File: src/common/mem_stage_params.svh
`ifndef MEM_STAGE_PARAMS_SVH
`define MEM_STAGE_PARAMS_SVH

`define WORD_SIZE 32

// Data RAM depth in words
`define RAM_WORDS 256

// Maintenance engine busy times, in cycles
`define IFLUSH_CYCLES 3
`define DFLUSH_CYCLES 5
`define ITLB_CYCLES 2
`define DTLB_CYCLES 4

`endif

File: src/hdl/maint_engine.sv
`timescale 1ns/10ps
`include "mem_stage_params.svh"

module maint_engine (
    input  logic CLK,
    input  logic nRST,
    input  logic icache_flush,
    input  logic dcache_flush,
    input  logic itlb_fence,
    input  logic dtlb_fence,
    output logic iflush_done,
    output logic dflush_done,
    output logic itlb_done,
    output logic dtlb_done
);
    localparam int CNT_W = 4;

    // Busy times, index order icache, dcache, itlb, dtlb
    localparam logic [3:0][CNT_W-1:0] LAT = {
        CNT_W'(`DTLB_CYCLES), CNT_W'(`ITLB_CYCLES),
        CNT_W'(`DFLUSH_CYCLES), CNT_W'(`IFLUSH_CYCLES)
    };

    logic [3:0]            start;
    logic [3:0]            done;
    logic [3:0][CNT_W-1:0] cnt;

    assign start = {dtlb_fence, itlb_fence, dcache_flush, icache_flush};

    always_ff @(posedge CLK, negedge nRST) begin
        if (!nRST) begin
            cnt <= '0;
        end else begin
            for (int e = 0; e < 4; e++) begin
                if (start[e])
                    cnt[e] <= LAT[e];
                else if (cnt[e] != '0)
                    cnt[e] <= cnt[e] - 1'b1;
            end
        end
    end

    // Last busy cycle is N cycles after the request
    always_comb begin
        for (int e = 0; e < 4; e++)
            done[e] = (cnt[e] == CNT_W'(1));
    end

    assign {dtlb_done, itlb_done, dflush_done, iflush_done} = done;

endmodule

File: config.mk
export PLATFORM = sky130hd
export DESIGN_NAME = maint_engine
export DESIGN_NICKNAME = d
export VERILOG_FILES = /design/src/hdl/maint_engine.sv
export VERILOG_INCLUDE_DIRS = /design/src /design/src/common
export SDC_FILE = /design/constraint.sdc
export NUM_CORES = 1
export LEC_CHECK = 0
export BUFFER_PORTS_ARGS = -buffer_cell sky130_fd_sc_hd__buf_4
export CAP_MARGIN = 0
export CORE_MARGIN = 1.5
export CORE_UTILIZATION = 52
export DETAILED_ROUTE_END_ITERATION = 10
export PLACE_DENSITY_LB_ADDON = 0.05
export SLEW_MARGIN = 20
export SYNTH_ARGS = -nofsm -noshare
export SYNTH_HDL_FRONTEND = slang
export SYNTH_SLANG_ARGS = --single-unit
File: constraint.sdc
create_clock -name CLK -period 2.2 [get_ports CLK]
set_input_delay 0.44 -clock CLK [delete_from_list [all_inputs] [get_ports CLK]]
set_output_delay 0.44 -clock CLK [all_outputs]
set_load 0.05 [all_outputs]
==> results.py, run 1 <==
metrics = {
    "clock_network": {
        "h-tree-depth": 1,
        "cts-root-buf": "clkbuf_4",
        "clkLatencyLatePin_ps": 280,
        "cts_inserted_buffers": 3,
        "cts_tree": "yes",
        "cts_buffer_depth": 2,
        "cts_sinks": 16,
        "cts.clk_slew.worst_paths_ps": 90,
    },
    "place": {
        "dp_hpwl_mm": 1.133,
        "place.gp.congestion": 0.8151,
        "pre_cts_ws_ps": 663.2,
        "place_area_um2": 1089,
        "numPortBuffers": 9,
    },
    "status": {
        "status": "completed",
    },
    "timing": {
        "max_freq_mhz": 561.9,
        "setup_violations": 0,
        "fin_crit_sh_pct": 80.90,
        "setup_ws_ps": 420.3,
        "fin_crit_ps": 1780,
        "worst_pin_slew_ps": 387.1,
        "tns_ps": 0,
        "rsz0062_at_grt": "no",
        "slew_viol_final": 0,
        "hold_viol_final": 0,
        "slew_headroom_pct": 74.14,
        "fin_skew_ps": 4.490,
    },
    "finish": {
        "nFillCells": 156,
        "layout-drive-gt1-share_pct": 19.44,
        "finalNetCount": 125,
        "top_regs": "cnt: 16 flops",
        "largest_register_ffs": 16,
        "syn_to_final_growth_pct": 14.67,
        "postLayoutCellArea_um2": 1135,
        "max_flop_register": "cnt",
        "antenna_cells": 0,
    },
    "setup_path": {
        "critPathTopFamily": "flip-flops",
        "crit_fanout": 3,
        "worstPathRequired_ps": 1760,
        "cp.buffers_inverters": 2,
        "rrSetupSlack_ps": 640,
        "slowest_stage": "dfrtp_1",
        "start_kind": "register",
        "crit_chain": "inv_1 -> ha_1 -> nor3b_1 -> buf_4",
        "end_kind": "output port",
        "worstPathArrival_ps": 1340,
        "max_stage_delay_ps": 400,
        "critical_path_class": "register to output port",
    },
    "synth": {
        "synthFlopType": "dfrtp_1",
        "synth-seq-area-share_pct": 40.46,
        "syn-cell-area_um2": 989.7,
        "syn_inst": 94,
        "synth-edff-count": 0,
        "async_reset_ff_share_pct": 100.0,
        "synth-seq-cells": 16,
        "avgSynthCellArea_um2": 10.53,
        "netlist_top_cells_count": "16 x dfrtp_1, 13 x nor2b_1, 10 x ha_1",
        "synth_fa_ha_area_share_pct": 12.64,
        "synth_top_area_share_pct": 40.46,
        "yosysMostFrequentCell": "dfrtp_1",
        "synth_xor_area_share_pct": 0,
        "synth_top_area_cell": "dfrtp_1",
        "synthTopCellsByArea": "dfrtp_1 40%, ha_1 13%, nor2b_1 8.2%",
        "synth_top_family_by_area": "simple AND/OR/NAND/NOR gates",
        "synth_warnings": 0,
        "synth_fp_nets": 110,
        "yosys.area_share.simple_pct": 28.32,
        "synthDistinctLibCells": 21,
        "synth_mux_area_share_pct": 11.25,
        "synth-compound-area-share_pct": 4.298,
    },
    "routing": {
        "vias": 695,
        "ant_nets": 0,
        "avgViaCountPerCell": 5.226,
        "post_drt_wl_per_cell_um": 11.50,
        "dr.first_iter.drc_count": 2,
        "drc": 0,
        "firstDrtPassIters": 4,
        "wirelength_mm": 1.529,
    },
    "min_path": {
        "worstHoldPathType": "primary input to register",
    },
    "floorplanning": {
        "fp.dieW_um": 46.63,
        "core-area_um2": 1764,
        "die_area_um2": 2174,
        "pin_count": 10,
        "chipHeight_um": 46.63,
        "start_util_pct": 56.10,
        "rows": 15,
    },
    "power_and_ir_drop": {
        "power_density_nw_per_um2": 924.7,
        "power_mw": 1.049,
        "p_leak_nw": 0.5365,
        "vdd_drop_max_mv": 0.6707,
    },
    "global_routing": {
        "grt_pass1_wl_mm": 2.580,
        "antenna_found_initial": 0,
        "grt_pass1_vias": 611,
        "grt_overflow": 0,
        "grt_start_max_net_pins": 17,
        "groute.usage.overall_pct": 17.13,
    },
    "job": {
        "maxCapViolations": 0,
    },
}
==> logic make-up after synthesis <==
kind of cell,count (synthesis)
adders and majority gates,10
and+or+nand+nor,44
muxes,10
buffers and inverters,8
AOI/OAI and AO/OA,6
DFF,16
==> power breakdown <==
| part | leakage [nW] | internal, mW | switching, mW |
|---|---|---|---|
| sequential | 0.196 | 0.363 | 0.0785 |
| clock | 0.0210 | 0.101 | 0.0892 |
| combinational | 0.320 | 0.216 | 0.202 |
==> path summary, 6_finish.rpt <==
path	from	endpoint	cells past startpoint
max	cnt[13]$_DFFE_PN0P_	dtlb_done	4
min	dtlb_fence	cnt[13]$_DFFE_PN0P_	2
max reg2reg	cnt[12]$_DFFE_PN0P_	cnt[12]$_DFFE_PN0P_	4
min reg2reg	cnt[1]$_DFFE_PN0P_	cnt[1]$_DFFE_PN0P_	2
max in group asynchronous	nRST	cnt[9]$_DFFE_PN0P_	2
min in group asynchronous	nRST	cnt[13]$_DFFE_PN0P_	2
==> layer usage <==
layer / vias up / share of wire (%) / GRT usage [%]
li1: 353 / - / -
met1: 329 / 49 / 21.89
met2: 9 / 46 / 27.50
met3: 4 / 2.6 / 2.353
met4: 0 / 2.6 / 10.00
met5: - / 0 / 0
==> stage by stage <==
step,instances,util [%],hold WS [ps]
after floorplan,94,-,144.4
after global placement,128,61.70,308.0
after detailed placement,128,61.70,312.0
after CTS,133,64.33,344.2
after global routing,133,64.33,342.8
final,133,64.33,348.6
==> final cells by class <==
type                            instances  area, µm²  area share (%)
Timing Repair Buffer                   10      77.57           6.836
Multi-Input combinational cell         70      559.3           49.28
Clock buffer                            4      36.28           3.197
Sequential cell                        16      400.4           35.28
Tap cell                               25      31.28           2.756
Inverter                                8      30.03           2.646
==> placed cells by master, fill, tap and decap left out, types with 2 or more instances in the layout <==
cell type,n
nor3_1,8
nand2b_1,3
nor4b_1,2
inv_1,8
buf_4,9
a21oi_1,2
ha_1,10
mux2i_1,4
nand3b_1,2
nor2_1,6
a211oi_1,2
clkbuf_4,3
dfrtp_1,16
a211o_1,2
nor3b_1,5
nor2b_1,13
mux2_2,5
==> repair_timing <==
item	in CTS	in global routing
hold buffers	1	0
gates resized for setup	0	0
hold endpoints to repair	16	0
setup buffers	0	0
No activity file was read; power rests on OpenSTA's default activity.
==> run 2: changes to the inputs <==
--- a/config.mk
+++ b/config.mk
@@ -6,6 +6,7 @@
 export SDC_FILE = /design/constraint.sdc
 export NUM_CORES = 1
 export LEC_CHECK = 0
+export ABC_AREA = 1
 export BUFFER_PORTS_ARGS = -buffer_cell sky130_fd_sc_hd__buf_4
 export CAP_MARGIN = 0
 export CORE_MARGIN = 1.5
==> constraint.sdc (replaced) <==
create_clock -name CLK -period 1.8 [get_ports CLK]
set_input_delay 0.36 -clock CLK [delete_from_list [all_inputs] [get_ports CLK]]
set_output_delay 0.36 -clock CLK [all_outputs]
set_load 0.05 [all_outputs]
==> run 2 against run 1 <==
Global-route usage is 0.32 points lower. Worst setup slack worse by 280 ps. Clock power increased by 26%. Cell count up 21%. Via count grew 13%.
==> results.py, run 2 <==
metrics = {
    "floorplanning": {
        "core-area_um2": 1745,
        "rows": 15,
        "fp.dieW_um": 46.21,
        "chipHeight_um": 46.21,
        "pin_count": 10,
        "start_util_pct": 55.63,
        "die_area_um2": 2135,
    },
    "global_routing": {
        "grt_pass1_vias": 657,
        "antenna_found_initial": 0,
        "grt_overflow": 0,
        "grt_start_max_net_pins": 17,
        "groute.usage.overall_pct": 16.80,
        "grt_pass1_wl_mm": 2.525,
    },
    "synth": {
        "synth_warnings": 0,
        "synth_top_area_cell": "dfrtp_1",
        "synthDistinctLibCells": 14,
        "yosysMostFrequentCell": "nand2_1",
        "synth-seq-area-share_pct": 41.24,
        "synth-seq-cells": 16,
        "synth_fp_nets": 138,
        "syn_inst": 122,
        "synth_top_area_share_pct": 41.24,
        "avgSynthCellArea_um2": 7.958,
        "netlist_top_cells_count": "28 x nand2_1, 17 x nor2_1, 16 x dfrtp_1, 16 x inv_1",
        "synth-edff-count": 0,
        "synthTopCellsByArea": "dfrtp_1 41%, ha_1 13%, nand2_1 11%",
        "async_reset_ff_share_pct": 100.0,
        "syn-cell-area_um2": 970.9,
        "synthFlopType": "dfrtp_1",
    },
    "finish": {
        "finalNetCount": 153,
        "top_regs": "cnt: 16 flops",
        "fin_util_pct": 65.09,
        "antenna_cells": 0,
        "final_cell_mix": "28 x nand2_1, 17 x nor2_1, 16 x inv_1, 16 x dfrtp_1",
        "layout-drive-gt1-share_pct": 22.06,
        "max_flop_register": "cnt",
        "nFillCells": 150,
        "postLayoutCellArea_um2": 1136,
        "largest_register_ffs": 16,
        "syn_to_final_growth_pct": 17.01,
        "layout_commonest_cell": "nand2_1",
    },
    "job": {
        "maxCapViolations": 0,
    },
    "timing": {
        "fin_crit_sh_pct": 91.99,
        "slew_headroom_pct": 86.19,
        "tns_ps": 0,
        "setup_violations": 0,
        "setup_ws_ps": 144.2,
        "hold_viol_final": 0,
        "fin_skew_ps": 1.841,
        "max_freq_mhz": 604.0,
        "rsz0062_at_grt": "no",
        "slew_viol_final": 0,
        "worst_pin_slew_ps": 207.2,
        "fin_crit_ps": 1656,
    },
    "clock_network": {
        "cts_tree": "yes",
        "cts.repair.resized": 0,
        "cts_buffer_depth": 2,
        "cts_setup_buffers": 0,
        "cts.clk_slew.worst_paths_ps": 100,
        "holdBufCountCts": 1,
        "cts_inserted_buffers": 3,
        "clkLatencyLatePin_ps": 280,
        "cts_sinks": 16,
        "cts-root-buf": "clkbuf_4",
        "h-tree-depth": 1,
    },
    "routing": {
        "dr.first_iter.drc_count": 14,
        "post_drt_wl_per_cell_um": 9.683,
        "wirelength_mm": 1.559,
        "firstDrtPassIters": 4,
        "avgViaCountPerCell": 4.876,
        "ant_nets": 0,
        "vias": 785,
        "drc": 0,
    },
    "setup_path": {
        "worstPathArrival_ps": 1300,
        "rrSetupSlack_ps": 610,
        "worstPathRequired_ps": 1440,
        "start_kind": "register",
        "crit_fanout": 4,
        "critical_path_class": "register to output port",
        "end_kind": "output port",
        "crit_chain": "inv_1 -> ha_1 -> nor3b_2 -> buf_4",
        "max_stage_delay_ps": 380,
        "slowest_stage": "dfrtp_1",
    },
    "power_and_ir_drop": {
        "power_density_nw_per_um2": 1306,
        "vdd_drop_max_mv": 0.7490,
        "p_leak_nw": 0.5977,
    },
    "status": {
        "status": "completed",
    },
    "place": {
        "place_area_um2": 1090,
        "numPortBuffers": 9,
        "dp_hpwl_mm": 1.239,
        "pre_cts_ws_ps": 457.7,
        "place.gp.congestion": 0.7994,
    },
    "min_path": {
        "worstHoldPathType": "primary input to register",
    },
}
run 2: final timing paths:
path	from	to	cells past startpoint
max	cnt[13]$_DFFE_PN0P_	dtlb_done	4
min	dcache_flush	cnt[4]$_DFFE_PN0P_	3
max reg2reg	cnt[0]$_DFFE_PN0P_	cnt[0]$_DFFE_PN0P_	5
min reg2reg	cnt[12]$_DFFE_PN0P_	cnt[12]$_DFFE_PN0P_	3
max in group asynchronous	nRST	cnt[14]$_DFFE_PN0P_	2
min in group asynchronous	nRST	cnt[8]$_DFFE_PN0P_	2
run 2: kinds of logic after synthesis:
group / after synthesis / share of synthesized area, %
buffers and inverters: 20 / 7.732
DFF: 16 / 41.24
xor gates and xnor gates: 2 / 1.804
adders and majority gates: 10 / 12.89
AOI/OAI and AO/OA: 10 / 5.155
and+or+nand+nor: 64 / 31.19
run 2: per-layer routing:
layer / vias up / GRT usage [%] / part of all wire (%)
met5: - / 0 / 0
met4: 0 / 10.29 / 0.77
met3: 2 / 3.529 / 2.8
met2: 11 / 27.22 / 49
met1: 366 / 20.15 / 47
li1: 406 / - / -
run 2: critical path, delay by kind of cell, from the launching register on:
family / cells / cell delay (ps)
buffers and inverters: 2 / 330
flip-flops: 1 / 380
adder cells (fa/ha/maj): 1 / 150
AND/OR/NAND/NOR: 1 / 140
run 2: layout make-up:
type / count / area, µm² / share of cell area, %
Multi-Input combinational cell: 86 / 515.5 / 45.37
Sequential cell: 16 / 400.4 / 35.24
Timing Repair Buffer: 10 / 77.57 / 6.828
Inverter: 20 / 75.07 / 6.608
Clock buffer: 4 / 36.28 / 3.194
Tap cell: 25 / 31.28 / 2.753
run 2: power breakdown:
part / internal [mW] / switching (mW) / total (mW)
combinational: 0.253 / 0.406 / 0.659
clock: 0.123 / 0.117 / 0.240
sequential: 0.473 / 0.112 / 0.585
run 2: stage by stage:
step / cells / power [mW] / hold slack (ps)
floorplan: 122 / 1.102 / 64.41
global placement: 156 / 1.232 / 229.2
detailed placement: 156 / 1.258 / 231.7
CTS: 161 / 1.508 / 284.7
global route: 161 / 1.616 / 277.6
finish: 161 / 1.484 / 294.1
