$ cat src/common/mem_stage_params.svh
`ifndef MEM_STAGE_PARAMS_SVH
`define MEM_STAGE_PARAMS_SVH

`define WORD_SIZE 32

// Data RAM depth in words
`define RAM_WORDS 256

// Maintenance engine busy times, in cycles
`define IFLUSH_CYCLES 3
`define DFLUSH_CYCLES 5
`define ITLB_CYCLES 2
`define DTLB_CYCLES 4

`endif

$ cat src/common/mem_stage_pkg.sv
`include "mem_stage_params.svh"

package mem_stage_pkg;

    typedef logic [`WORD_SIZE-1:0] word_t;

    // Store kinds reuse LB, LH and LW
    typedef enum logic [2:0] {
        LB   = 3'd0,
        LH   = 3'd1,
        LW   = 3'd2,
        LBU  = 3'd3,
        LHU  = 3'd4,
        NONE = 3'd5
    } load_type_t;

    typedef enum logic [2:0] {
        W_SEL_FROM_DLOAD = 3'd0,
        W_SEL_FROM_PC    = 3'd1,
        W_SEL_FROM_IMM_U = 3'd2,
        W_SEL_FROM_ALU   = 3'd3
    } w_sel_t;

    typedef struct packed {
        logic       dren;
        logic       dwen;
        load_type_t load_type;
        w_sel_t     w_sel;
        word_t      port_out;
        word_t      rs2_data;
        word_t      pc4;
        word_t      imm_U;
        logic [4:0] rd_m;
        logic       reg_write;
        logic       ifence;
        logic       sfence;
        logic       halt;
    } ex_mem_reg_t;

    typedef struct packed {
        logic       ren;
        logic       wen;
        word_t      addr;
        logic [3:0] byte_en;
        word_t      wdata;
    } dbus_req_t;

    typedef struct packed {
        word_t rdata;
        logic  busy;
        logic  error;
    } dbus_rsp_t;

    typedef struct packed {
        logic mal_l;
        logic mal_s;
        logic fault_l;
        logic fault_s;
    } mem_exc_t;

endpackage

$ cat src/mem_stage/dmem_extender.sv
`timescale 1ns/10ps

module dmem_extender
    import mem_stage_pkg::*;
(
    input  word_t      dmem_in,
    input  load_type_t load_type,
    input  logic [3:0] byte_en,
    output word_t      ext_out
);
    logic [7:0]  lane_byte;
    logic [15:0] lane_half;

    // Enabled byte lane
    always_comb begin
        case (byte_en)
            4'b0010: lane_byte = dmem_in[15:8];
            4'b0100: lane_byte = dmem_in[23:16];
            4'b1000: lane_byte = dmem_in[31:24];
            default: lane_byte = dmem_in[7:0];
        endcase
    end

    // Upper pair only when both high lanes are on
    assign lane_half = (byte_en == 4'b1100) ? dmem_in[31:16] : dmem_in[15:0];

    always_comb begin
        case (load_type)
            LB:      ext_out = {{24{lane_byte[7]}}, lane_byte};
            LBU:     ext_out = {24'b0, lane_byte};
            LH:      ext_out = {{16{lane_half[15]}}, lane_half};
            LHU:     ext_out = {16'b0, lane_half};
            LW:      ext_out = dmem_in;
            default: ext_out = '0;
        endcase
    end

endmodule

$ cat src/mem_stage/fence_tracker.sv
`timescale 1ns/10ps

module fence_tracker (
    input  logic CLK,
    input  logic nRST,
    input  logic fence_req,
    input  logic done_a,
    input  logic done_b,
    output logic fence_pulse,
    output logic stall
);
    logic armed;
    logic armed_next;
    logic a_done;
    logic a_done_next;
    logic b_done;
    logic b_done_next;

    always_ff @(posedge CLK, negedge nRST) begin
        if (!nRST) begin
            armed  <= 1'b0;
            a_done <= 1'b1;
            b_done <= 1'b1;
        end else begin
            armed  <= armed_next;
            a_done <= a_done_next;
            b_done <= b_done_next;
        end
    end

    // Rising edge of the held request
    assign fence_pulse = fence_req && !armed;

    always_comb begin
        armed_next  = armed;
        a_done_next = a_done;
        b_done_next = b_done;
        if (fence_pulse) begin
            armed_next  = 1'b1;
            a_done_next = 1'b0;
            b_done_next = 1'b0;
        end
        if (done_a)
            a_done_next = 1'b1;
        if (done_b)
            b_done_next = 1'b1;
        // Stay armed until finished and the request has been released
        if (a_done_next && b_done_next && !fence_req)
            armed_next = 1'b0;
    end

    assign stall = armed && !(a_done && b_done);

endmodule

$ cat src/mem_stage/mem_stage.sv
`timescale 1ns/10ps

module mem_stage
    import mem_stage_pkg::*;
(
    input  logic        CLK,
    input  logic        nRST,
    input  ex_mem_reg_t ex_mem_reg,
    input  logic        suppress_data,
    input  dbus_rsp_t   dbus_rsp,
    input  logic        iflush_done,
    input  logic        dflush_done,
    input  logic        itlb_done,
    input  logic        dtlb_done,
    output dbus_req_t   dbus_req,
    output logic        icache_flush,
    output logic        dcache_flush,
    output logic        itlb_fence,
    output logic        dtlb_fence,
    output logic        fence_stall,
    output logic        reg_write,
    output logic [4:0]  rd,
    output word_t       reg_wdata,
    output mem_exc_t    exc,
    output logic        halt
);
    word_t      dload_ext;
    logic       mal_addr;
    logic [1:0] byte_offset;
    logic [3:0] byte_en;
    logic       cache_pulse;
    logic       cache_stall;
    logic       tlb_pulse;
    logic       tlb_stall;

    assign byte_offset = ex_mem_reg.port_out[1:0];

    // Bus request, strobes dropped when the stage is suppressed
    assign dbus_req.ren     = ex_mem_reg.dren && !suppress_data;
    assign dbus_req.wen     = ex_mem_reg.dwen && !suppress_data;
    assign dbus_req.addr    = ex_mem_reg.port_out;
    assign dbus_req.byte_en = byte_en;

    // Lane n carries address byte n
    always_comb begin
        case (ex_mem_reg.load_type)
            LB, LBU: byte_en = 4'b0001 << byte_offset;
            LH, LHU: begin
                case (byte_offset)
                    2'b00:   byte_en = 4'b0011;
                    2'b10:   byte_en = 4'b1100;
                    default: byte_en = 4'b0000;
                endcase
            end
            LW:      byte_en = (byte_offset == 2'b00) ? 4'b1111 : 4'b0000;
            default: byte_en = 4'b0000;
        endcase
    end

    // Store data copied onto every lane
    always_comb begin
        case (ex_mem_reg.load_type)
            LB:      dbus_req.wdata = {4{ex_mem_reg.rs2_data[7:0]}};
            LH:      dbus_req.wdata = {2{ex_mem_reg.rs2_data[15:0]}};
            LW:      dbus_req.wdata = ex_mem_reg.rs2_data;
            default: dbus_req.wdata = '0;
        endcase
    end

    always_comb begin
        case (ex_mem_reg.load_type)
            LW:      mal_addr = (byte_offset != 2'b00);
            LH, LHU: mal_addr = byte_offset[0];
            default: mal_addr = 1'b0;
        endcase
    end

    assign exc.mal_l   = ex_mem_reg.dren && mal_addr;
    assign exc.mal_s   = ex_mem_reg.dwen && mal_addr;
    assign exc.fault_l = ex_mem_reg.dren && dbus_rsp.error;
    assign exc.fault_s = ex_mem_reg.dwen && dbus_rsp.error;

    dmem_extender dmem_ext (
        .dmem_in   (dbus_rsp.rdata),
        .load_type (ex_mem_reg.load_type),
        .byte_en   (byte_en),
        .ext_out   (dload_ext)
    );

    // Cache fence drives both flush engines
    fence_tracker cache_fence (
        .CLK         (CLK),
        .nRST        (nRST),
        .fence_req   (ex_mem_reg.ifence),
        .done_a      (iflush_done),
        .done_b      (dflush_done),
        .fence_pulse (cache_pulse),
        .stall       (cache_stall)
    );

    fence_tracker tlb_fence (
        .CLK         (CLK),
        .nRST        (nRST),
        .fence_req   (ex_mem_reg.sfence),
        .done_a      (itlb_done),
        .done_b      (dtlb_done),
        .fence_pulse (tlb_pulse),
        .stall       (tlb_stall)
    );

    assign icache_flush = cache_pulse;
    assign dcache_flush = cache_pulse;
    assign itlb_fence   = tlb_pulse;
    assign dtlb_fence   = tlb_pulse;
    assign fence_stall  = cache_stall || tlb_stall;

    // Writeback
    assign reg_write = ex_mem_reg.reg_write && !suppress_data;
    assign rd        = ex_mem_reg.rd_m;
    assign halt      = ex_mem_reg.halt;

    always_comb begin
        case (ex_mem_reg.w_sel)
            W_SEL_FROM_DLOAD: reg_wdata = dload_ext;
            W_SEL_FROM_PC:    reg_wdata = ex_mem_reg.pc4;
            W_SEL_FROM_IMM_U: reg_wdata = ex_mem_reg.imm_U;
            W_SEL_FROM_ALU:   reg_wdata = ex_mem_reg.port_out;
            default:          reg_wdata = '0;
        endcase
    end

endmodule

$ cat config.mk
export PLATFORM = sky130hd
export DESIGN_NAME = mem_stage
export DESIGN_NICKNAME = d
export VERILOG_FILES = /design/src/common/mem_stage_pkg.sv /design/src/mem_stage/dmem_extender.sv /design/src/mem_stage/fence_tracker.sv /design/src/mem_stage/mem_stage.sv
export VERILOG_INCLUDE_DIRS = /design/src /design/src/common
export SDC_FILE = /design/constraint.sdc
export NUM_CORES = 1
export LEC_CHECK = 0
export BUFFER_PORTS_ARGS = -buffer_cell sky130_fd_sc_hd__buf_2
export CAP_MARGIN = 25
export CELL_PAD_IN_SITES_DETAIL_PLACEMENT = 0
export CELL_PAD_IN_SITES_GLOBAL_PLACEMENT = 1
export CORE_ASPECT_RATIO = 2
export CORE_MARGIN = 5
export CORE_UTILIZATION = 24
export CTS_BUF_LIST = sky130_fd_sc_hd__clkbuf_4 sky130_fd_sc_hd__clkbuf_8
export CTS_CLUSTER_SIZE = 28
export DETAILED_ROUTE_END_ITERATION = 8
export PLACE_DENSITY = 0.87
export SLEW_MARGIN = 10
export SYNTH_ARGS = -nofsm -noshare
export SYNTH_HDL_FRONTEND = slang
export SYNTH_HIERARCHICAL = 1
export SYNTH_SLANG_ARGS = --single-unit
$ cat constraint.sdc
create_clock -name CLK -period 4.3 [get_ports CLK]
set_clock_uncertainty 0.1 [all_clocks]
set_input_delay 0.645 -clock CLK [delete_from_list [all_inputs] [get_ports CLK]]
set_output_delay 0.645 -clock CLK [all_outputs]
set_load 0.02 [all_outputs]
==> results of run 1 <==
[cells by family after synthesis]
| logic type | share of synthesized area |
|---|---|
| AOI/OAI and AO/OA | 0.1671 |
| xor gates and xnor gates | 0.01704 |
| buffers and inverters | 0.1716 |
| DFF | 0.05030 |
| muxes | 0.2629 |
| and+or+nand+nor | 0.3310 |
[layer usage]
metal	global-route usage	part of all wire	routed length, µm	vias up
li1	-	-	-	1913
met1	0.1794	0.31	4981	1915
met2	0.3967	0.57	9064	249
met3	0.04423	0.089	1425	28
met4	0.06351	0.035	558	0
met5	0	0	0	-
[through the flow]
step	util	area, µm²	hold WS [ns]
2_1_floorplan	-	3450	0.2494
3_3_place_gp	0.3858	4871	0.3686
3_5_place_dp	0.3858	4871	0.3710
4_1_cts	0.4230	5341	0.1338
5_1_grt	0.4308	5440	0.1407
6_report	0.4308	5440	0.1374
[worst max-delay path by stage]
stage | cells after the start | endpoint | startpoint | slack [ns]
after floorplan | 10 | reg_wdata[0] | ex_mem_reg[142] | -0.08
after global placement | 11 | reg_wdata[4] | ex_mem_reg[142] | -0.28
after detailed placement | 11 | reg_wdata[4] | ex_mem_reg[142] | -0.29
after CTS | 13 | reg_wdata[26] | ex_mem_reg[141] | -0.09
after global routing | 12 | reg_wdata[6] | ex_mem_reg[141] | -0.21
final | 12 | reg_wdata[6] | ex_mem_reg[141] | -0.07
[sequential cells by signal, indices dropped and copies added (netlist names)]
name                count
cache_fence/a_done      1
cache_fence/armed       1
cache_fence/b_done      1
tlb_fence/a_done        1
tlb_fence/armed         1
tlb_fence/b_done        1
[cell usage after synthesis, drive strengths merged, types with 5 or more instances]
cell / number
mux2i: 9
clkbuf: 15
or4: 5
nand3: 26
a221o: 7
nor2b: 47
a21o: 6
or2: 8
and2: 10
mux4: 32
nand2: 50
a21oi: 26
inv: 5
buf: 60
nor2: 23
a22oi: 8
[worst max-delay path, delay by kind of cell]
family | cells | cell delay, ns
buffers and inverters | 4 | 0.56
and+or+nand+nor | 4 | 1.11
muxes | 1 | 0.48
AOI/OAI and AO/OA | 3 | 0.82
[power by group through the flow]
stage,combinational [W],clock [W],sequential (W)
6_report,0.000664,0.0000837,0.0000660
5_1_grt,0.000711,0.0000903,0.0000666
4_1_cts,0.000655,0.0000862,0.0000660
3_5_place_dp,0.000596,0,0.0000666
3_3_place_gp,0.000589,0,0.0000664
2_1_floorplan,0.000395,0,0.0000657
[what timing repair did]
item	4_1_cts	5_1_grt
endpoints found under the setup margin	32	32
gates cloned	2	1
pin swaps	20	11
buffers inserted	10	1
gates resized for setup	80	25
endpoints found under the hold margin	0	0
[final cells by class]
type                            count  area share
Inverter                            5    0.005750
Multi-Input combinational cell    305      0.5294
Timing Repair Buffer              338      0.3942
Clock buffer                        3    0.007590
Sequential cell                     6     0.02852
Tap cell                          150     0.03450
==> run_results.csv, run 1 <==
group,metric,value,unit
status,status,"finished with violations",
status,violations,"negative setup slack",
synthesis,yosysUniqueCellTypes,49,
sta,rsz0062_at_grt,"true",
synthesis,syn-num-nets,577,
sta,max_freq,228.9,MHz
critical_path,max_stage_delay,0.53,ns
sta,maxSlewViolCount,0,
synthesis,synthTopCellsByArea,"mux4_2 23%, buf_4 10%, nor2b_1 9.5%",
cells_and_area,area_growth,76.39,%
hold_path,min_path_type,"input port to asynchronous set/reset pin",
routing,firstDrtPassIters,4,
global_routing,grt_pass1_wl,23.83,mm
floorplan,initial_core_util,0.2443,
critical_path,r2r_cells,2,
pwr,seqPwrFrac,0.081,
placed_design,pre_cts_ws,-0.2891,ns
floorplan,die_h,170.3,µm
pwr,power_density,149.5,mW/mm²
routing,drt_iter0_markers,134,
pwr,power.total,0.0008132,W
critical_path,path_cells,"buf_8 > or4_4 > o211ai_1 > buf_4 > buf_6 > and4bb_2 > or3_4 > o221ai_4 > a221o_1 > mux4_2 > nor2b_4 > buf_6",
synthesis,synth_ff_type,"dfstp_2",
critical_path,end_kind,"primary output",
critical_path,path_common_cell,"buf_6",
sta,fin_ws,-0.06828,ns
routing,wl_per_cell,19.86,µm
sta,tightest_slew,0.8421,ns
routing,antenna_left,0,
synthesis,yosys_warnings,6,
synthesis,synth_top_cell_by_area,"mux4_2",
placed_design,dp_hpwl,13.42,mm
critical_path,setup.worst_path.class,"input port to primary output",
pwr,clkPwrFrac,0.103,
clocking,clockBufferDepth,2,
cells_and_area,nets,845,
sta,setup_viol,15,
cells_and_area,seqCellArea,155.1,µm²
clocking,clock_latency,0.22,ns
critical_path,required,3.56,ns
clocking,cts_buffers,3,
routing,remaining_drc_errors,0,
pwr,leakage,2.841,nW
floorplan,die_w,90.16,µm
placed_design,gp_congestion,0.8538,
synthesis,ys_ff_latch,6,
synthesis,netlist_instances,391,
global_routing,track_usage,0.1923,
global_routing,grt_overflow,0,
critical_path,critPathArrivalTime,3.62,ns
clocking,tritoncts,"done",
routing,vias,4105,
synthesis,synth_area_per_cell,7.888,µm²
cells_and_area,layout_commonest_cell,"buf_2",
sta,hold_viol_final,0,
critical_path,reg2reg_from,"tlb_fence/a_done",
critical_path,reg2reg_slack,3.29,ns
clocking,path_clk_slew,0.04,ns
cells_and_area,final_cell_mix,"255 x buf_2, 48 x nand2_1, 40 x buf_6, 35 x buf_4, 32 x mux4_2",
synthesis,syn_area,0.003084,mm²
clocking,cts_hold_buf,0,
clocking,htreeDepth,1,
sta,period_needed,4.368,ns
critical_path,setup.worst_path.start_class,"input port",
global_routing,antenna_found_initial,0,
synthesis,synth_edf_count,0,
cells_and_area,num-fill-cells,1342,
floorplan,dieArea,0.01536,mm²
sta,tns,-0.3234,ns
pwr,p_sw_frac,0.4350,
cells_and_area,final_cells,807,
pwr,power.net_switching,0.0003537,W
critical_path,timing.rr.end,"tlb_fence/armed",
cells_and_area,multiInputGateArea,0.002880,mm²
global_routing,grt_max_degree,33,
flow_run,cap_violations,0,
floorplan,num_rows,58,
routing,drt_wl_total,16.03,mm
cells_and_area,insertedDiodeCount,0,
clocking,cts_sinks,6,
floorplan,coreArea,0.01263,mm²
synthesis,synthArstFlopShare,1.000,
synthesis,synth_top_area_frac,0.2337,
pwr,p_int,0.0004595,W
sta,min_period_over_period,1.016,
pwr,peakVddDrop,0.0001587,V
clocking,root_buffer,"clkbuf_8",
placed_design,port_buffers,290,
cells_and_area,drive_above_1_share,0.7078,
critical_path,cpMaxStageDelayCell,"or4_4",
floorplan,pin_count,304,
placed_design,dpl.cell_count,792,
critical_path,crit_fanout,7,
synthesis,yosysSeqAreaShare,0.05030,
global_routing,grt_pass1_vias,4508,
sta,slew-limit-headroom,0.4386,
pwr,p_comb_frac,0.816,
routing,viasPerCell,5.087,
(Power assumes the default switching activity.)
==> run 2: changes to the inputs <==
Settings changed: SETUP_SLACK_MARGIN from default to 0.5.
==> run_results.csv, run 2 (synthesis gave the netlist of run 1 again) <==
group,metric,value,unit
status,status,"finished with violations",
status,violations,"negative setup slack",
routing,wl_per_cell,20.06,µm
clocking,clockBufferDepth,2,
flow_run,cap_violations,0,
routing,viasPerCell,5.097,
critical_path,required,3.56,ns
routing,firstDrtPassIters,4,
floorplan,pin_count,304,
sta,rsz0062_at_grt,"true",
sta,tns,-1.862,ns
pwr,power_density,149.8,mW/mm²
critical_path,max_stage_delay,0.53,ns
routing,drt_iter0_markers,111,
floorplan,dieArea,0.01536,mm²
clocking,tritoncts,"done",
sta,setup_viol,29,
critical_path,reg2reg_slack,3.29,ns
placed_design,dp_hpwl,13.37,mm
pwr,leakage,2.912,nW
floorplan,die_h,170.3,µm
cells_and_area,final_cell_mix,"254 x buf_2, 50 x nand2_1, 43 x buf_6, 38 x buf_4",
cells_and_area,drive_above_1_share,0.7119,
sta,max_freq,226.9,MHz
global_routing,track_usage,0.1926,
critical_path,critPathArrivalTime,3.66,ns
sta,hold-worst-slack,0.1396,ns
sta,hold_viol_final,0,
sta,period_needed,4.408,ns
global_routing,antenna_found_initial,0,
cells_and_area,postLayoutCellArea,0.005575,mm²
routing,antenna_left,0,
clocking,htreeDepth,1,
clocking,cts_sinks,6,
clocking,cts_hold_buf,0,
sta,fin_ws,-0.1082,ns
critical_path,path_cells,"buf_8 > or4_4 > o211ai_1 > or4b_4 > o221ai_4 > o221ai_4 > buf_6 > a221o_1 > mux4_2 > nor2b_4 > buf_6",
sta,min_period_over_period,1.025,
cells_and_area,area_growth,80.77,%
floorplan,coreArea,0.01263,mm²
routing,drt_wl_total,16.31,mm
global_routing,grt_pass1_wl,23.63,mm
global_routing,grt_pass1_vias,4498,
cells_and_area,layout_commonest_cell,"buf_2",
hold_path,min_path_type,"input port to asynchronous set/reset pin",
floorplan,num_rows,58,
cells_and_area,utilization,0.4415,
floorplan,initial_core_util,0.2443,
routing,remaining_drc_errors,0,
critical_path,cpMaxStageDelayCell,"or4_4",
clocking,path_clk_slew,0.04,ns
cells_and_area,nets,851,
clocking,root_buffer,"clkbuf_8",
clocking,cts_buffers,3,
critical_path,crit_fanout,5,
placed_design,dpl_cell_area,0.004954,mm²
global_routing,grt_overflow,0,
critical_path,setup.worst_path.class,"input port to primary output",
pwr,peakVddDrop,0.0002447,V
critical_path,setup.worst_path.start_class,"input port",
clocking,clock_latency,0.22,ns
placed_design,port_buffers,290,
global_routing,grt_max_degree,33,
routing,vias,4144,
sta,tightest_slew,0.9325,ns
critical_path,end_kind,"primary output",
pwr,power.total,0.0008353,W
sta,maxSlewViolCount,0,
cells_and_area,insertedDiodeCount,0,
placed_design,gp_congestion,0.8548,
floorplan,die_w,90.16,µm
sta,slew-limit-headroom,0.3783,
run 2: layout make-up:
class / count / area [µm²]
clock buffers: 3 / 41.29
inverters: 5 / 31.28
well taps: 150 / 187.7
repair buffers: 344 / 2233
multi-input cells: 305 / 2927
fillers: 1307 / 7052
flip-flops and latches: 6 / 155.1
run 2: where the power goes:
| part | total (W) | internal [W] | switching (W) | leakage (nW) |
|---|---|---|---|---|
| combinational | 0.000685 | 0.000350 | 0.000336 | 2.83 |
| clock | 0.0000837 | 0.0000601 | 0.0000236 | 0.0216 |
| sequential | 0.0000661 | 0.0000630 | 0.00000312 | 0.0649 |
| total | 0.000835 | 0.000473 | 0.000363 | 2.91 |
run 2: final timing paths:
path,startpoint,endpoint,depth (start not counted)
setup reg to reg,cache_fence/a_done,cache_fence/armed,2
max in group asynchronous,nRST,tlb_fence/b_done,1
setup / recovery,ex_mem_reg[141],reg_wdata[6],11
hold / removal,nRST,cache_fence/armed,1
hold reg to reg,tlb_fence/armed,tlb_fence/armed,1
min in group CLK,tlb_fence/armed,tlb_fence/armed,1
run 2: per-stage QoR:
| stage | worst slack (ns) | std cells |
|---|---|---|
| finish | -0.1082 | 813 |
| global route | -0.2125 | 813 |
| CTS | -0.1025 | 806 |
| detailed placement | -0.3308 | 796 |
| global placement | -0.3055 | 795 |
| floorplan | -0.07876 | 391 |
run 2: routing by layer:
layer	wire length, µm	vias up	track usage
met1	4926	1914	0.1751
li1	-	1926	-
met4	498	0	0.07194
met3	1403	32	0.03936
met2	9477	272	0.4021
met5	0	-	0
run 2: critical path: cells and delay by family:
family | cells | cell delay, ns
and+or+nand+nor | 3 | 1.18
AOI/OAI and AO/OA | 4 | 0.95
muxes | 1 | 0.46
buffers and inverters | 3 | 0.43
run 2: timing repair:
| action | in CTS | in global routing |
|---|---|---|
| cloned | 2 | 2 |
| pin swaps | 11 | 25 |
| resized for setup | 89 | 22 |
| setup endpoints to repair | 32 | 32 |
| setup buffers | 5 | 5 |
==> run 3: changes to the inputs <==
--- a/config.mk
+++ b/config.mk
@@ -14,3 +14,3 @@
 export CORE_MARGIN = 5
-export CORE_UTILIZATION = 24
+export CORE_UTILIZATION = 23
 export CTS_BUF_LIST = sky130_fd_sc_hd__clkbuf_4 sky130_fd_sc_hd__clkbuf_8
@@ -18,3 +18,3 @@
 export DETAILED_ROUTE_END_ITERATION = 8
-export PLACE_DENSITY = 0.87
+export PLACE_DENSITY = 0.88
 export SETUP_SLACK_MARGIN = 0.5
@@ -23,3 +23,2 @@
 export SYNTH_HDL_FRONTEND = slang
-export SYNTH_HIERARCHICAL = 1
 export SYNTH_SLANG_ARGS = --single-unit
==> constraint.sdc (replaced) <==
create_clock -name CLK -period 4.3 [get_ports CLK]
set_clock_uncertainty 0.1 [all_clocks]
set_input_delay 0.86 -clock CLK [delete_from_list [all_inputs] [get_ports CLK]]
set_output_delay 0.86 -clock CLK [all_outputs]
set_load 0.02 [all_outputs]
==> run_results.csv, run 3 <==
group,metric,value,unit
status,status,"complete, no violations",
critical_path,path_cells,"buf_2 > or2_4 > a2111o_1 > buf_4 > o311ai_0 > buf_2",
sta,max_freq,267.1,MHz
synthesis,synth_area_per_cell,6.793,µm²
sta,slew-limit-headroom,0.5779,
pwr,power_density,147.3,mW/mm²
critical_path,cpMaxStageDelayCell,"a2111o_1",
sta,tightest_slew,0.6319,ns
placed_design,dp_hpwl,12.78,mm
global_routing,grt_overflow,0,
synthesis,syn-num-nets,624,
hold_path,min_path_type,"input port to asynchronous set/reset pin",
critical_path,r2r_cells,4,
synthesis,yosysSeqAreaShare,0.05214,
floorplan,coreArea,0.01263,mm²
critical_path,setup.worst_path.start_class,"input port",
synthesis,ys_ff_latch,6,
pwr,peakVddDrop,0.0001721,V
cells_and_area,area_growth,47.18,%
clocking,htreeDepth,1,
flow_run,cap_violations,0,
sta,setup_viol,0,
critical_path,setup.worst_path.class,"input port to primary output",
global_routing,antenna_found_initial,2,
synthesis,synth_top_cell_by_area,"mux2_2",
critical_path,reg2reg_slack,3.18,ns
sta,rsz0062_at_grt,"true",
cells_and_area,final_cell_mix,"290 x buf_2, 54 x a21oi_1, 50 x nor2_1, 41 x a22oi_1, 40 x mux2_2",
synthesis,netlist_instances,438,
synthesis,synth_ff_type,"dfstp_2",
routing,remaining_drc_errors,0,
clocking,root_buffer,"clkbuf_8",
critical_path,critPathArrivalTime,2.78,ns
synthesis,syn_area,0.002975,mm²
synthesis,synthTopCellsByArea,"mux2_2 15%, buf_4 11%, a22oi_1 10%",
floorplan,num_rows,58,
clocking,tritoncts,"done",
routing,wl_per_cell,18.04,µm
global_routing,grt_pass1_wl,22.68,mm
cells_and_area,nets,861,
sta,maxSlewViolCount,0,
clocking,clock_latency,0.22,ns
sta,period_needed,3.745,ns
placed_design,port_buffers,290,
floorplan,die_w,90.43,µm
critical_path,crit_fanout,10,
cells_and_area,drive_above_1_share,0.5661,
pwr,power.total,0.0006451,W
global_routing,grt_max_degree,34,
routing,drt_iter0_markers,205,
critical_path,end_kind,"primary output",
critical_path,max_stage_delay,0.62,ns
clocking,cts_sinks,6,
clocking,path_clk_slew,0.03,ns
synthesis,synth_common_cells,"54 x a21oi_1, 51 x nor2_1, 42 x buf_4",
sta,hold_viol_final,0,
synthesis,yosys_warnings,0,
floorplan,initial_core_util,0.2356,
critical_path,worst-path-buf-inv,3,
pwr,leakage,2.326,nW
synthesis,synth_edf_count,0,
floorplan,pin_count,304,
sta,tns,0,ns
clocking,cts_buffers,3,
placed_design,gp_congestion,0.8380,
cells_and_area,num-fill-cells,1397,
global_routing,track_usage,0.1791,
global_routing,grt_pass1_vias,4309,
synthesis,synth_top_area_frac,0.1514,
critical_path,path_common_cell,"buf_2",
routing,firstDrtPassIters,4,
critical_path,path_delay_family,"compound AO/OA/AOI/OAI gates",
routing,viasPerCell,5.035,
routing,vias,4154,
routing,drt_wl_total,14.88,mm
critical_path,timing.rr.end,"tlb_fence.armed",
critical_path,required,3.34,ns
floorplan,dieArea,0.01545,mm²
routing,antenna_left,0,
critical_path,reg2reg_from,"tlb_fence.armed",
synthesis,yosysMostFrequentCell,"a21oi_1",
sta,min_period_over_period,0.8708,
floorplan,die_h,170.9,µm
clocking,cts_hold_buf,0,
cells_and_area,layout_commonest_cell,"buf_2",
clocking,clockBufferDepth,2,
synthesis,synthArstFlopShare,1.000,
synthesis,yosysUniqueCellTypes,47,
run 3: changes by cell type after synthesis, moves of 10 or more:
cell / delta
a22oi_1: +33
a21oi_1: +28
nand2_1: -13
o22ai_1: +15
nand3_1: -25
nor2_1: +28
clkbuf_1: +12
mux2_2: +40
nor2b_1: -26
o211ai_2: +10
mux4_2: -32
run 3: through the flow:
step	worst slack [ns]	util	area (µm²)	hold WS (ns)	cells
2_1_floorplan	0.6961	-	2975	0.3630	438
3_3_place_gp	0.3058	0.3377	4264	0.4028	814
3_5_place_dp	0.2426	0.3377	4264	0.4146	814
4_1_cts	0.5388	0.3437	4340	0.3560	819
5_1_grt	0.4556	0.3468	4379	0.3580	825
6_report	0.5554	0.3468	4379	0.3559	825
run 3: cell families (layout without fill, tap and decap cells):
group,Yosys count,in the layout,synth area share
simple gates,135,135,0.2204
buf+inv,84,319,0.1665
xor+xnor,2,2,0.005888
other cells,0,2,0
compound gates,166,166,0.3869
mux,45,45,0.1682
flops,6,6,0.05215
run 3: how the worst max path moves through the flow:
| stage | start | endpoint | cells past startpoint | slack (ns) |
|---|---|---|---|---|
| global placement | ex_mem_reg[141] | reg_wdata[20] | 6 | 0.31 |
| finish | ex_mem_reg[141] | reg_wdata[15] | 6 | 0.56 |
| floorplan | ex_mem_reg[141] | reg_wdata[15] | 5 | 0.70 |
| detailed placement | ex_mem_reg[141] | reg_wdata[20] | 6 | 0.24 |
| CTS | ex_mem_reg[106] | reg_wdata[15] | 7 | 0.54 |
| global route | ex_mem_reg[141] | reg_wdata[15] | 6 | 0.46 |
run 3: final cells by class:
type	instances	area (µm²)	area share
diodes	2	5.005	0.001143
clock buffers	3	41.29	0.009429
inverters	2	7.507	0.001714
multi-input cells	348	2351	0.5369
flip-flops and latches	6	155.1	0.03543
well taps	150	187.7	0.04286
repair buffers	314	1632	0.3726
run 3: per-layer routing:
layer | share of wire | vias to the layer above | GRT usage
li1 | - | 2038 | -
met1 | 0.33 | 1883 | 0.1776
met2 | 0.57 | 213 | 0.3670
met3 | 0.076 | 20 | 0.03388
met4 | 0.028 | 0 | 0.05055
met5 | 0 | - | 0
run 3: power by group:
| part | switching [W] | internal [W] | total (W) |
|---|---|---|---|
| Sequential | 0.00000297 | 0.0000635 | 0.0000664 |
| Combinational | 0.000286 | 0.000211 | 0.000498 |
| Clock | 0.0000212 | 0.0000599 | 0.0000811 |
run 3: what timing repair did:
item	CTS	global route
buffers inserted	2	4
pin swaps	0	1
endpoints found under the setup margin	23	8
resized for setup	4	1
